$ cat config.mk
export PLATFORM = sky130hd
export DESIGN_NAME = csr_unit
export DESIGN_NICKNAME = d
export VERILOG_FILES = /design/src/csr_pkg.sv /design/src/csr_file.sv /design/src/csr_irq_arbiter.sv /design/src/csr_perf_counters.sv /design/src/csr_unit.sv
export SDC_FILE = /design/constraint.sdc
export NUM_CORES = 1
export LEC_CHECK = 0
export ABC_CLOCK_PERIOD_IN_PS = 3660
export BUFFER_PORTS_ARGS = -buffer_cell sky130_fd_sc_hd__buf_2
export CORE_ASPECT_RATIO = 1.1
export CORE_MARGIN = 2
export CORE_UTILIZATION = 50
export DETAILED_ROUTE_END_ITERATION = 12
export PLACE_DENSITY = 0.78
export SLEW_MARGIN = 20
export SYNTH_ARGS = -nofsm -noshare
export SYNTH_HDL_FRONTEND = slang
export SYNTH_HIERARCHICAL = 1
export SYNTH_SLANG_ARGS = --single-unit
$ cat constraint.sdc
create_clock -name clk -period 3.66 [get_ports clk]
set_input_delay 0.732 -clock clk [delete_from_list [all_inputs] [get_ports clk]]
set_output_delay 0.732 -clock clk [all_outputs]
set_load 0.01 [all_outputs]
$ cat src/csr_pkg.sv
package csr_pkg;

    // Machine-mode CSR addresses
    typedef enum logic [11:0] {
        MVENDORID  = 12'hF11,
        MARCHID    = 12'hF12,
        MIMPID     = 12'hF13,
        MHARTID    = 12'hF14,
        MCONFIGPTR = 12'hF15,
        MSTATUS    = 12'h300,
        MISA       = 12'h301,
        MIE        = 12'h304,
        MTVEC      = 12'h305,
        MSCRATCH   = 12'h340,
        MEPC       = 12'h341,
        MCAUSE     = 12'h342,
        MTVAL      = 12'h343,
        MIP        = 12'h344,
        CYCLE      = 12'hC00,
        INSTRET    = 12'hC02,
        CYCLEH     = 12'hC80,
        INSTRETH   = 12'hC82
    } csr_addr_e;

    typedef enum logic [1:0] {
        CSR_NONE  = 2'd0,
        CSR_WRITE = 2'd1,
        CSR_SET   = 2'd2,
        CSR_CLEAR = 2'd3
    } csr_op_e;

    typedef enum logic [4:0] {
        INSTR_MISALIGNED    = 5'd0,
        INSTR_ACCESS_FAULT  = 5'd1,
        ILLEGAL_INSTRUCTION = 5'd2,
        BREAKPOINT          = 5'd3,
        LOAD_MISALIGNED     = 5'd4,
        LOAD_ACCESS_FAULT   = 5'd5,
        STORE_MISALIGNED    = 5'd6,
        STORE_ACCESS_FAULT  = 5'd7,
        ECALL_FROM_UMODE    = 5'd8,
        ECALL_FROM_SMODE    = 5'd9,
        ECALL_FROM_MMODE    = 5'd11
    } exc_code_e;

    // Interrupt cause codes, also the mip/mie bit positions
    typedef enum logic [4:0] {
        M_SW_INT  = 5'd3,
        M_TIM_INT = 5'd7,
        M_EXT_INT = 5'd11
    } irq_code_e;

    // mstatus fields
    localparam int MSTATUS_MIE_BIT  = 3;
    localparam int MSTATUS_MPIE_BIT = 7;
    localparam int MSTATUS_MPP_LSB  = 11; // 2-bit MPP field

    localparam int IRQ_SW_BIT  = 3;
    localparam int IRQ_TIM_BIT = 7;
    localparam int IRQ_EXT_BIT = 11;

    // Writable bits per register
    localparam logic [31:0] MSTATUS_WMASK = 32'h007E19AA;
    localparam logic [31:0] MISA_WMASK    = 32'h3C000000;
    localparam logic [31:0] MIE_WMASK     = 32'h00000888;
    localparam logic [31:0] ALIGN_WMASK   = 32'hFFFFFFFC; // mtvec, mepc
    localparam logic [31:0] FULL_WMASK    = 32'hFFFFFFFF;

    localparam logic [31:0] MISA_RESET = 32'h40000100; // RV32I

endpackage

$ cat src/csr_file.sv
module csr_file
    import csr_pkg::*;
(
    input  logic        clk,
    input  logic        reset,

    input  logic        read_en_i,
    input  logic        write_en_i,
    input  csr_op_e     op_i,
    input  logic [11:0] address_i,
    input  logic [31:0] wdata_i,
    input  logic        killed_i,
    output logic [31:0] rdata_o,

    input  logic        exception_i,
    input  logic        mret_i,
    input  exc_code_e   exc_code_i,
    input  logic [1:0]  privilege_i,
    input  logic [31:0] pc_i,
    input  logic [31:0] instr_i,

    input  logic        irq_ack_i,
    input  logic [31:0] mip_i,
    input  irq_code_e   irq_code_i,

    input  logic [63:0] cycle_i,
    input  logic [63:0] instret_i,

    output logic [31:0] mtvec_o,
    output logic [31:0] mepc_o,
    output logic [31:0] mie_o,
    output logic        mstatus_mie_o
);

    logic [31:0] mstatus_q;
    logic [31:0] misa_q;
    logic [31:0] mie_q;
    logic [31:0] mtvec_q;
    logic [31:0] mscratch_q;
    logic [31:0] mepc_q;
    logic [31:0] mcause_q;
    logic [31:0] mtval_q;

    csr_addr_e   csr_addr;
    logic [31:0] cur_val;
    logic [31:0] wmask;
    logic [31:0] new_val;
    logic [31:0] wr_data;
    logic        write_fire;
    logic [31:0] exc_epc;
    logic [31:0] exc_tval;

    assign csr_addr = csr_addr_e'(address_i);

    // Current value and writable bits of the addressed CSR
    always_comb begin
        cur_val = '0;
        wmask   = '0;
        case (csr_addr)
            MVENDORID, MARCHID, MIMPID, MHARTID, MCONFIGPTR: begin
                cur_val = '0; // ID registers read as zero
            end
            MSTATUS: begin
                cur_val = mstatus_q;
                wmask   = MSTATUS_WMASK;
            end
            MISA: begin
                cur_val = misa_q;
                wmask   = MISA_WMASK;
            end
            MIE: begin
                cur_val = mie_q;
                wmask   = MIE_WMASK;
            end
            MTVEC: begin
                cur_val = mtvec_q;
                wmask   = ALIGN_WMASK;
            end
            MSCRATCH: begin
                cur_val = mscratch_q;
                wmask   = FULL_WMASK;
            end
            MEPC: begin
                cur_val = mepc_q;
                wmask   = ALIGN_WMASK;
            end
            MCAUSE: begin
                cur_val = mcause_q;
                wmask   = FULL_WMASK;
            end
            MTVAL: begin
                cur_val = mtval_q;
                wmask   = FULL_WMASK;
            end
            MIP:      cur_val = mip_i;            // Read-only here
            CYCLE:    cur_val = cycle_i[31:0];
            CYCLEH:   cur_val = cycle_i[63:32];
            INSTRET:  cur_val = instret_i[31:0];
            INSTRETH: cur_val = instret_i[63:32];
            default:  cur_val = '0;
        endcase
    end

    // Read-modify-write, then keep only the writable bits
    always_comb begin
        case (op_i)
            CSR_WRITE: new_val = wdata_i;
            CSR_SET:   new_val = cur_val | wdata_i;
            CSR_CLEAR: new_val = cur_val & ~wdata_i;
            default:   new_val = cur_val;
        endcase
    end

    assign wr_data    = new_val & wmask;
    assign write_fire = write_en_i && !killed_i && (op_i != CSR_NONE);

    // Return address and trap value for exceptions
    assign exc_epc  = (exc_code_i == ECALL_FROM_MMODE) ? pc_i : pc_i + 32'd4;
    assign exc_tval = (exc_code_i == ILLEGAL_INSTRUCTION) ? instr_i : pc_i;

    always_ff @(posedge clk) begin
        if (reset) begin
            mstatus_q  <= '0;
            misa_q     <= MISA_RESET;
            mie_q      <= '0;
            mtvec_q    <= '0;
            mscratch_q <= '0;
            mepc_q     <= '0;
            mcause_q   <= '0;
            mtval_q    <= '0;
        end else if (mret_i) begin
            mstatus_q[MSTATUS_MIE_BIT] <= mstatus_q[MSTATUS_MPIE_BIT];
        end else if (exception_i) begin
            mcause_q                         <= {1'b0, 26'd0, exc_code_i};
            mstatus_q[MSTATUS_MPP_LSB +: 2]  <= privilege_i;
            mstatus_q[MSTATUS_MPIE_BIT]      <= mstatus_q[MSTATUS_MIE_BIT];
            mstatus_q[MSTATUS_MIE_BIT]       <= 1'b0;
            mepc_q                           <= exc_epc & ALIGN_WMASK;
            mtval_q                          <= exc_tval;
        end else if (irq_ack_i) begin
            mcause_q                         <= {1'b1, 26'd0, irq_code_i};
            mstatus_q[MSTATUS_MPP_LSB +: 2]  <= privilege_i;
            mstatus_q[MSTATUS_MPIE_BIT]      <= mstatus_q[MSTATUS_MIE_BIT];
            mstatus_q[MSTATUS_MIE_BIT]       <= 1'b0;
            mepc_q                           <= pc_i & ALIGN_WMASK; // Interrupted pc
        end else if (write_fire) begin
            case (csr_addr)
                MSTATUS:  mstatus_q  <= wr_data;
                MISA:     misa_q     <= wr_data;
                MIE:      mie_q      <= wr_data;
                MTVEC:    mtvec_q    <= wr_data;
                MSCRATCH: mscratch_q <= wr_data;
                MEPC:     mepc_q     <= wr_data;
                MCAUSE:   mcause_q   <= wr_data;
                MTVAL:    mtval_q    <= wr_data;
                default: ; // Read-only or unsupported, ignored
            endcase
        end
    end

    assign rdata_o = (read_en_i && !killed_i) ? cur_val : '0;

    assign mtvec_o       = mtvec_q;
    assign mepc_o        = mepc_q;
    assign mie_o         = mie_q;
    assign mstatus_mie_o = mstatus_q[MSTATUS_MIE_BIT];

endmodule

$ cat src/csr_irq_arbiter.sv
module csr_irq_arbiter
    import csr_pkg::*;
(
    input  logic        clk,
    input  logic        reset,
    input  logic [31:0] irq_i,
    input  logic [31:0] mie_i,
    input  logic        mstatus_mie_i,
    input  logic        irq_ack_i,
    output logic [31:0] mip_o,
    output logic        irq_pending_o,
    output irq_code_e   irq_code_o
);

    logic [31:0] mip_q;
    logic [31:0] enabled;
    logic        take;
    irq_code_e   next_code;

    // Interrupt lines sampled once per cycle
    always_ff @(posedge clk) begin
        if (reset) begin
            mip_q <= '0;
        end else begin
            mip_q <= irq_i;
        end
    end

    assign enabled = mie_i & mip_q;
    assign take    = mstatus_mie_i && (enabled != '0) && !irq_ack_i;

    // External first, then software, then timer
    always_comb begin
        next_code = irq_code_o;
        if (enabled[IRQ_EXT_BIT]) begin
            next_code = M_EXT_INT;
        end else if (enabled[IRQ_SW_BIT]) begin
            next_code = M_SW_INT;
        end else if (enabled[IRQ_TIM_BIT]) begin
            next_code = M_TIM_INT;
        end
    end

    always_ff @(posedge clk) begin
        if (reset) begin
            irq_pending_o <= 1'b0;
            irq_code_o    <= M_SW_INT;
        end else begin
            irq_pending_o <= take;
            if (take) irq_code_o <= next_code; // Hold last cause otherwise
        end
    end

    assign mip_o = mip_q;

endmodule

$ cat src/csr_perf_counters.sv
module csr_perf_counters (
    input  logic        clk,
    input  logic        reset,
    input  logic        retire_i,
    output logic [63:0] cycle_o,
    output logic [63:0] instret_o
);

    logic [63:0] cycle_q;
    logic [63:0] instret_q;

    // Free-running cycle count
    always_ff @(posedge clk) begin
        if (reset) begin
            cycle_q <= '0;
        end else begin
            cycle_q <= cycle_q + 64'd1;
        end
    end

    // Retired instructions only
    always_ff @(posedge clk) begin
        if (reset) begin
            instret_q <= '0;
        end else if (retire_i) begin
            instret_q <= instret_q + 64'd1;
        end
    end

    assign cycle_o   = cycle_q;
    assign instret_o = instret_q;

endmodule

$ cat src/csr_unit.sv
module csr_unit
    import csr_pkg::*;
(
    input  logic        clk,
    input  logic        reset,

    input  logic        read_en_i,
    input  logic        write_en_i,
    input  csr_op_e     op_i,
    input  logic [11:0] address_i,
    input  logic [31:0] wdata_i,
    input  logic        killed_i,
    input  logic        retire_i,
    output logic [31:0] rdata_o,

    input  logic        exception_i,
    input  logic        mret_i,
    input  exc_code_e   exc_code_i,
    input  logic [1:0]  privilege_i,
    input  logic [31:0] pc_i,
    input  logic [31:0] instr_i,

    input  logic [31:0] irq_i,
    input  logic        irq_ack_i,
    output logic        irq_pending_o,

    output logic [31:0] mtvec_o,
    output logic [31:0] mepc_o
);

    logic [31:0] mie;
    logic        mstatus_mie;
    logic [31:0] mip;
    irq_code_e   irq_code;
    logic [63:0] cycle;
    logic [63:0] instret;

    csr_file u_file (
        .clk           (clk),
        .reset         (reset),
        .read_en_i     (read_en_i),
        .write_en_i    (write_en_i),
        .op_i          (op_i),
        .address_i     (address_i),
        .wdata_i       (wdata_i),
        .killed_i      (killed_i),
        .rdata_o       (rdata_o),
        .exception_i   (exception_i),
        .mret_i        (mret_i),
        .exc_code_i    (exc_code_i),
        .privilege_i   (privilege_i),
        .pc_i          (pc_i),
        .instr_i       (instr_i),
        .irq_ack_i     (irq_ack_i),
        .mip_i         (mip),
        .irq_code_i    (irq_code),
        .cycle_i       (cycle),
        .instret_i     (instret),
        .mtvec_o       (mtvec_o),
        .mepc_o        (mepc_o),
        .mie_o         (mie),
        .mstatus_mie_o (mstatus_mie)
    );

    csr_irq_arbiter u_irq (
        .clk           (clk),
        .reset         (reset),
        .irq_i         (irq_i),
        .mie_i         (mie),
        .mstatus_mie_i (mstatus_mie),
        .irq_ack_i     (irq_ack_i),
        .mip_o         (mip),
        .irq_pending_o (irq_pending_o),
        .irq_code_o    (irq_code)
    );

    csr_perf_counters u_perf (
        .clk       (clk),
        .reset     (reset),
        .retire_i  (retire_i),
        .cycle_o   (cycle),
        .instret_o (instret)
    );

endmodule

# Word-level counts from Yosys, hierarchy flattened
# Cells that the tools add are included.
# W data, S select, Z words.
# totals
wordCells	106
inputBits	158
ff_bits	422
output_inout_bits	97
# op_classes
bitwise_logic	8
reduce_logical	31
add_sub_neg	3
mux	30
eq_ne	19
# ops
operator	n
$mux W32	15
$pmux W32 S13	1
$pmux W32 S5	1
$add A64 B1 Y64 const B	2
$eq A12 B10 Y1 const B	9
$and A32 B32 Y32	3
$pmux W32 S3	1
$eq A12 B12 Y1 const B	4
$add A32 B3 Y32 const B	1
$not A32 Y32	1
$or A32 B32 Y32	1
$reduce_bool A32 Y1	1
$mux W13	2
$reduce_and A5 Y1	5
$mux W5	3
$reduce_bool A3 Y1	5
$reduce_and A3 Y1	3
$reduce_bool A4 Y1	2
$reduce_bool A2 Y1	3
$eq A5 B2 Y1 const B	1
$eq A5 B4 Y1 const B	1
$logic_and A1 B1 Y1	5
$mux W1	5
$eq A2 B2 Y1 const B	2
9 further kinds	14

# Depth between registers and ports, before layout
# Gate-level depths: netlist of the first run.
# depth
depth_word	10
mapped_depth	11
depth_no_buf	8

# By module
# The synthesis of the first run kept the hierarchy.
# by_module_without_submodules
module	area_per_inst_um2	cells_per_inst	seq_area_each_um2	n_inst
csr_file	15269.6	1892	5124.9	1
csr_perf_counters	5904.4	702	2562.5	1
csr_irq_arbiter	1148.6	106	700.7	1

# Least setup slack after synthesis of the first run
# OpenSTA, ideal clock, no wires.
# synth_path
path_type	input port to output port
startpoint	input port address_i[4]
endpoint	output port rdata_o[5]
t_arrival_ps	2471
path_slack_ps	457
n_path_buf	3
required_ps	2928
cell_stages	8
path_cell_list	buf_2 or4b_4 buf_6 nor3_4 buf_2 a222oi_1 and2_1 a21oi_1
# synth_via
elab_chain_cells	3
word_cells_on_any_way	15
cone_classes	13 x eq/ne; 2 x mux
# synth_rtl
item	line	source
start: declaration	csr_unit.sv:10	input logic [11:0] address_i,
$eq A12 B12 Y1 / $eq A12 B10 Y1 (equally long branches)	csr_file.sv:59	case (csr_addr)
$pmux W32 S13 *	csr_file.sv:59	
$mux W32 *	csr_file.sv:161	assign rdata_o = (read_en_i && !killed_i) ? cur_val : '0;
end: declaration	csr_unit.sv:14	output logic [31:0] rdata_o,
# Every way passes the cells marked *; elsewhere a longest branch is shown, timed or not.

# Final worst setup path of the first run
# layout_path
startpoint	input port address_i[2]
endpoint	output port rdata_o[14]
# Same word-level chain as after synthesis.

==> metrics.json, run 1 <==
{
  "run_status": {
    "run_status": "finished, violations left",
    "failed_checks": "negative setup slack"
  },
  "floorplanning": {
    "i_o_pins": 255,
    "dieHeight_microns": 226,
    "floorplan.die_area_sq_mm": 0.0464,
    "initial_core_util_pct": 50.4,
    "core_area_sq_mm": 0.0443,
    "num_rows": 81,
    "dieWidth_microns": 205
  },
  "sta": {
    "finClkSkew_ps": 16.7,
    "post-route-period-util_pct": 101,
    "hold_violations": 0,
    "smallest_hold_slack_ps": 357,
    "final_critical_path_setup_slack_ps": -27.7,
    "worst_slew_pin_slew_ps": 1240,
    "drv_slew": 0,
    "timing.final.setup_violations": 1,
    "max-slew-margin-rel_pct": 17.6,
    "post-route-min-period_ps": 3690,
    "max_freq_mhz": 271,
    "rsz_0062_raised_after_global_routing": "yes"
  },
  "logic_synthesis": {
    "synth_largest_area_cell": "sky130_fd_sc_hd__dfxtp_1",
    "syn-mean-instance-area_sq_um": 8.27,
    "syn_area_sq_mm": 0.0223,
    "synthFlopType": "sky130_fd_sc_hd__dfxtp_1",
    "seq_area_frac_synth_pct": 37.6,
    "synthCells": 2700,
    "count_of_different_cell_masters_after_synthesis": 103,
    "synthMostInstantiatedCell": "sky130_fd_sc_hd__dfxtp_1",
    "async_sr_flop_fraction_pct": 0,
    "postSynthRegisterBits": 419,
    "synth_top_cells_by_count": "sky130_fd_sc_hd__dfxtp_1, sky130_fd_sc_hd__nand2_1, sky130_fd_sc_hd__nor2_1, sky130_fd_sc_hd__a21oi_1, sky130_fd_sc_hd__o21ai_0",
    "synth_largest_type_area_fraction_pct": 37.6,
    "synthTopCellsByArea": "sky130_fd_sc_hd__dfxtp_1, sky130_fd_sc_hd__nand2_1, sky130_fd_sc_hd__a21oi_1",
    "synth-warning-count": 6,
    "synth-edff-count": 0
  },
  "routing": {
    "vias_per_cell": 6.74,
    "via_count": 25000,
    "route.antenna.remaining_nets": 0,
    "drt_first_pass_iters": 7,
    "detail_route.iter0.violations": 3665,
    "drt-wirelength-per-cell_microns": 30.5,
    "drt_drc_violations_left": 0,
    "drt_wl_total_mm": 113
  },
  "clock_tree": {
    "tritoncts": "done",
    "inserted_clock_buffers": 44,
    "cts_root_buf": "sky130_fd_sc_hd__clkbuf_16",
    "sink_count_of_the_clock_tree": 419,
    "clk_transition_reported_paths_ps": 60,
    "clock_insertion_delay_worst_skew_ps": 590,
    "cts_hold_buffers": 0,
    "cts-root-to-sink-buffers": 3,
    "ctsHtreeMaxLevel": 2
  },
  "place": {
    "detailed_place_hpwl_mm": 86.9,
    "dpl_worst_slack_ps": -373,
    "dp_cells": 3633,
    "port-buffer-count": 254,
    "weighted_congestion_at_the_end_of_routability_driven_global_placement": 1.10
  },
  "min_path": {
    "min_delay_worst_endpoint": "u_irq/mip_o[2]",
    "startpoint_of_the_lowest_slack_hold_path": "irq_i[2]",
    "holdPathStages": 2,
    "min_path_type": "in -> reg"
  },
  "setup_path": {
    "regToRegStartpoint": "u_perf/cycle_o[0]",
    "cp-start-kind": "primary input",
    "wp_data_required_ps": 2930,
    "critical_path_class": "in -> out",
    "worst_ep_arrival_time_ps": 2960,
    "worst_setup_end_kind": "primary output",
    "highest_fanout_seen_on_the_critical_path": 9,
    "timing.rr.end": "u_perf/cycle_o[60]",
    "reg2reg_slack_ps": 650,
    "worst-r2r-cell-count": 6
  },
  "layout": {
    "stdcell_count": 3718,
    "post-route-util_pct": 62.5,
    "layout.nets": 3265,
    "syn_to_final_growth_pct": 23.9,
    "drive_gt1_share_pct": 24.6
  },
  "power": {
    "static-leakage-power_nw": 10.7,
    "worst_vdd_ir_mv": 0.361,
    "power_density_mw_per_mm2": 378
  },
  "global_route": {
    "maximum_number_of_pins_on_one_net_before_global_route_repair": 155,
    "grt_usage_pct": 47.4,
    "wire_length_of_the_first_global_routing_pass_mm": 160,
    "number_of_global_route_vias_before_repair": 23400,
    "gr-total-overflow": 0,
    "antenna_found_initial": 6
  },
  "flow_run": {
    "max_cap_violations": 0
  }
}
==> worst max-delay path by stage <==
stage	slack, ps	startpoint	to	depth (start not counted)
after global placement	-360	address_i[0]	rdata_o[13]	9
after global routing	-20	address_i[11]	rdata_o[15]	9
after CTS	0.03	address_i[2]	rdata_o[12]	10
after detailed placement	-370	address_i[0]	rdata_o[13]	9
final	-30	address_i[2]	rdata_o[14]	9
after floorplan	460	address_i[4]	rdata_o[5]	8
==> metrics by stage <==
| step | setup TNS, ps | total power [mW] | cell area, sq um |
|---|---|---|---|
| 3_5_place_dp | -1440 | 5.92 | 26000 |
| 6_report | -27.7 | 10.5 | 27700 |
| 2_1_floorplan | 0 | 5.32 | 22300 |
| 5_1_grt | -20.0 | 10.7 | 27700 |
| 3_3_place_gp | -1250 | 5.91 | 26000 |
| 4_1_cts | 0 | 10.4 | 27500 |
==> critical path, cell delays in order <==
cell                        delay [ps]
sky130_fd_sc_hd__buf_2             200
sky130_fd_sc_hd__buf_4             190
sky130_fd_sc_hd__nor4_4            470
sky130_fd_sc_hd__nand3_2           320
sky130_fd_sc_hd__o22ai_1           480
sky130_fd_sc_hd__a2111oi_0         130
sky130_fd_sc_hd__buf_4             170
sky130_fd_sc_hd__nor2_1            100
sky130_fd_sc_hd__buf_2             160
==> final cells by class <==
type / count / area (sq um)
Antenna cell: 2 / 5.00
Clock buffer: 58 / 1230
Clock inverter: 19 / 193
Fill cell: 3793 / 16600
Inverter: 27 / 101
Multi-Input combinational cell: 2057 / 13200
Sequential cell: 419 / 8390
Tap cell: 581 / 727
Timing Repair Buffer: 555 / 3850
==> registers in the layout, indices dropped and copies added (netlist names) <==
name                 cells
u_file/mepc_o           32
u_perf/instret_o        64
u_irq/irq_code_o         2
u_file/mtvec_o          32
u_file/mscratch_q       32
u_file/misa_q           32
u_irq/irq_pending_o      1
u_file/mie_o            32
u_file/mstatus_q        32
u_perf/cycle_o          64
u_irq/mip_o             32
u_file/mtval_q          32
u_file/mcause_q         32
==> where the power goes <==
group / internal [mW] / total [mW] / switching, mW / leakage (nW)
Clock: 2.59 / 4.57 / 1.98 / 0.700
Sequential: 4.64 / 4.77 / 0.130 / 3.40
Combinational: 0.414 / 1.13 / 0.714 / 6.59
Total: 7.64 / 10.5 / 2.82 / 10.7
==> layer usage <==
layer / track usage (%) / up-vias / part of all wire [%]
li1: - / 10800 / -
met1: 57.4 / 12000 / 37
met2: 73.8 / 1821 / 44
met3: 11.2 / 469 / 11
met4: 34.0 / 6 / 8.5
met5: 0 / - / 0.030
==> placed cells by master, fill, tap and decap left out, types with 44 or more instances in the layout <==
cell,count
sky130_fd_sc_hd__nand3_1,123
sky130_fd_sc_hd__and3_1,82
sky130_fd_sc_hd__mux2_2,44
sky130_fd_sc_hd__xnor2_1,75
sky130_fd_sc_hd__o21ai_0,129
sky130_fd_sc_hd__nor2b_1,46
sky130_fd_sc_hd__a21oi_1,182
sky130_fd_sc_hd__nor3_1,46
sky130_fd_sc_hd__or3_1,50
sky130_fd_sc_hd__dfxtp_1,419
sky130_fd_sc_hd__a211oi_1,44
sky130_fd_sc_hd__mux2i_1,74
sky130_fd_sc_hd__and2_1,46
sky130_fd_sc_hd__a22oi_1,77
sky130_fd_sc_hd__nand4_1,65
sky130_fd_sc_hd__nor2_1,240
sky130_fd_sc_hd__clkbuf_16,45
sky130_fd_sc_hd__buf_4,279
sky130_fd_sc_hd__buf_2,249
sky130_fd_sc_hd__nand2_1,281
==> cells by family after synthesis <==
group | count (synthesis) | synth area share (%)
mux | 123 | 6.04
other cells | 2 | 0.0336
simple gates | 1144 | 27.3
buf+inv | 226 | 4.50
xor+xnor | 106 | 4.16
flops | 419 | 37.6
compound gates | 677 | 20.3
fa+ha+maj | 3 | 0.168
==> what timing repair did <==
| action | CTS | global route |
|---|---|---|
| pin swaps | 1 | 2 |
| gates cloned | 0 | 1 |
| resized for setup | 12 | 21 |
| endpoints found under the setup margin | 16 | 17 |
| setup buffers | 0 | 5 |
(Power assumes the default switching activity.)
==> inputs of run 2 (changes only) <==
--- a/config.mk
+++ b/config.mk
@@ -6,12 +6,11 @@
 export NUM_CORES = 1
 export LEC_CHECK = 0
 export ABC_CLOCK_PERIOD_IN_PS = 3660
-export BUFFER_PORTS_ARGS = -buffer_cell sky130_fd_sc_hd__buf_2
-export CORE_ASPECT_RATIO = 1.1
 export CORE_MARGIN = 2
 export CORE_UTILIZATION = 50
 export DETAILED_ROUTE_END_ITERATION = 12
-export PLACE_DENSITY = 0.78
+export DONT_BUFFER_PORTS = 1
+export PLACE_DENSITY = 0.73
 export SLEW_MARGIN = 20
 export SYNTH_ARGS = -nofsm -noshare
 export SYNTH_HDL_FRONTEND = slang
==> metrics.json, run 2 (synthesized netlist as in run 1, its figures left out) <==
{
  "global_route": {
    "antenna_found_initial": 6,
    "number_of_global_route_vias_before_repair": 21300,
    "wire_length_of_the_first_global_routing_pass_mm": 152,
    "gr-total-overflow": 0,
    "grt_usage_pct": 44.7,
    "maximum_number_of_pins_on_one_net_before_global_route_repair": 270
  },
  "sta": {
    "finClkSkew_ps": 25.8,
    "totalNegativeSetupSlack_ps": 0,
    "post-route-period-util_pct": 97.3,
    "max-slew-margin-rel_pct": 28.4,
    "worst_slew_pin_slew_ps": 1050,
    "timing.final.setup_violations": 0,
    "final_critical_path_setup_slack_ps": 99.1,
    "max_freq_mhz": 281,
    "hold_violations": 0,
    "drv_slew": 0,
    "rsz_0062_raised_after_global_routing": "no",
    "post-route-min-period_ps": 3560
  },
  "floorplanning": {
    "core_area_sq_mm": 0.0441,
    "floorplan.die_area_sq_mm": 0.0464,
    "i_o_pins": 255,
    "num_rows": 77,
    "dieHeight_microns": 215,
    "initial_core_util_pct": 50.6,
    "dieWidth_microns": 215
  },
  "routing": {
    "drt_wl_total_mm": 107,
    "vias_per_cell": 7.01,
    "met3_wirelength_mm": 15.3,
    "top_layer": "met5",
    "drt_drc_violations_left": 0,
    "detail_route.iter0.violations": 3823,
    "route.antenna.remaining_nets": 0,
    "detailroute.wirelength.met2_mm": 43.8,
    "drt-wirelength-per-cell_microns": 32.2,
    "drt_first_pass_iters": 5,
    "via_count": 23300,
    "routedLengthMet1_mm": 43.2
  },
  "layout": {
    "layout_commonest_cell": "sky130_fd_sc_hd__dfxtp_1",
    "mostFrequentLayoutCells": "sky130_fd_sc_hd__dfxtp_1, sky130_fd_sc_hd__nand2_1, sky130_fd_sc_hd__nor2_1, sky130_fd_sc_hd__a21oi_1, sky130_fd_sc_hd__buf_4",
    "syn_to_final_growth_pct": 12.5,
    "drive_gt1_share_pct": 12.6,
    "layout.nets": 2862
  },
  "setup_path": {
    "path_delay_family": "simple AND/OR/NAND/NOR gates",
    "critPathSlowestCell": "sky130_fd_sc_hd__o32ai_1",
    "cp-start-kind": "primary input",
    "worst_ep_arrival_time_ps": 2830,
    "wp_data_required_ps": 2930,
    "critical_path_class": "in -> out",
    "crit_buf_inv": 1,
    "critical_path.max_stage_delay_ps": 660,
    "highest_fanout_seen_on_the_critical_path": 7,
    "timing.critical_path.cells": "nand4bb_1 -> nand2b_1 -> o32ai_1 -> a221oi_1 -> nand3_1 -> nor2b_1 -> buf_4",
    "worst_setup_end_kind": "primary output"
  },
  "place": {
    "dpl_worst_slack_ps": 60.1,
    "detailed_place_hpwl_mm": 80.3,
    "port-buffer-count": 0,
    "weighted_congestion_at_the_end_of_routability_driven_global_placement": 1.03
  },
  "clock_tree": {
    "inserted_clock_buffers": 46,
    "clk_transition_reported_paths_ps": 60,
    "cts-root-to-sink-buffers": 3,
    "tritoncts": "done",
    "sink_count_of_the_clock_tree": 419,
    "clock_insertion_delay_worst_skew_ps": 590,
    "ctsHtreeMaxLevel": 2,
    "cts_hold_buffers": 0,
    "cts_root_buf": "sky130_fd_sc_hd__clkbuf_16"
  },
  "power": {
    "static-leakage-power_nw": 8.81,
    "power_density_mw_per_mm2": 412,
    "worst_vdd_ir_mv": 0.373
  },
  "min_path": {
    "min_path_type": "in -> reg"
  },
  "run_status": {
    "run_status": "completed"
  },
  "flow_run": {
    "max_cap_violations": 0
  }
}
[run 2: cell count changes in the layout (fill, tap and decap cells not counted), moves of 4 or more]
cell	before	now
sky130_fd_sc_hd__clkinv_2	9	5
sky130_fd_sc_hd__buf_12	24	14
sky130_fd_sc_hd__buf_4	279	137
sky130_fd_sc_hd__buf_2	249	0
[run 2: path summary, 6_finish.rpt]
path | start | end | slack (ps) | cells after the start
max | address_i[10] | rdata_o[6] | 100 | 7
min | reset | u_perf/cycle_o[6] | 220 | 1
max reg2reg | u_perf/cycle_o[2] | u_perf/cycle_o[57] | 730 | 5
min reg2reg | u_file/misa_q[30] | u_file/misa_q[30] | 450 | 2
[run 2: repair_timing]
item	4_1_cts	5_1_grt
gates resized for setup	1	1
endpoints found under the setup margin	1	1
setup buffers	0	0
pin swaps	0	0
[run 2: final cells by class]
| type | instances | area, sq um |
|---|---|---|
| fillers | 4114 | 19000 |
| multi-input cells | 2056 | 13000 |
| flip-flops and latches | 419 | 8390 |
| repair buffers | 151 | 1310 |
| clock buffers | 59 | 1280 |
| well taps | 592 | 741 |
| clock inverters | 19 | 270 |
| inverters | 27 | 101 |
| diodes | 1 | 2.50 |
[run 2: routing by layer]
layer | global-route usage, % | vias up
met5 | 0 | -
met4 | 18.4 | 4
met3 | 14.4 | 242
met2 | 63.4 | 1787
met1 | 62.1 | 11300
li1 | - | 9982
[run 2: report_power, final]
part	internal (mW)	switching, mW
clock network	2.89	1.98
logic	0.265	0.459
registers	4.64	0.121
[run 2: per-stage QoR]
stage | hold WS [ps] | cells | total power, mW | util [%] | cell area [sq um]
global placement | 431 | 3245 | 5.52 | 53.4 | 23500
detailed placement | 433 | 3245 | 5.53 | 53.4 | 23500
global route | 207 | 3323 | 10.6 | 56.9 | 25100
CTS | 211 | 3323 | 10.3 | 56.9 | 25100
floorplan | 420 | 2701 | 5.32 | - | 22300
finish | 223 | 3324 | 10.4 | 56.9 | 25100
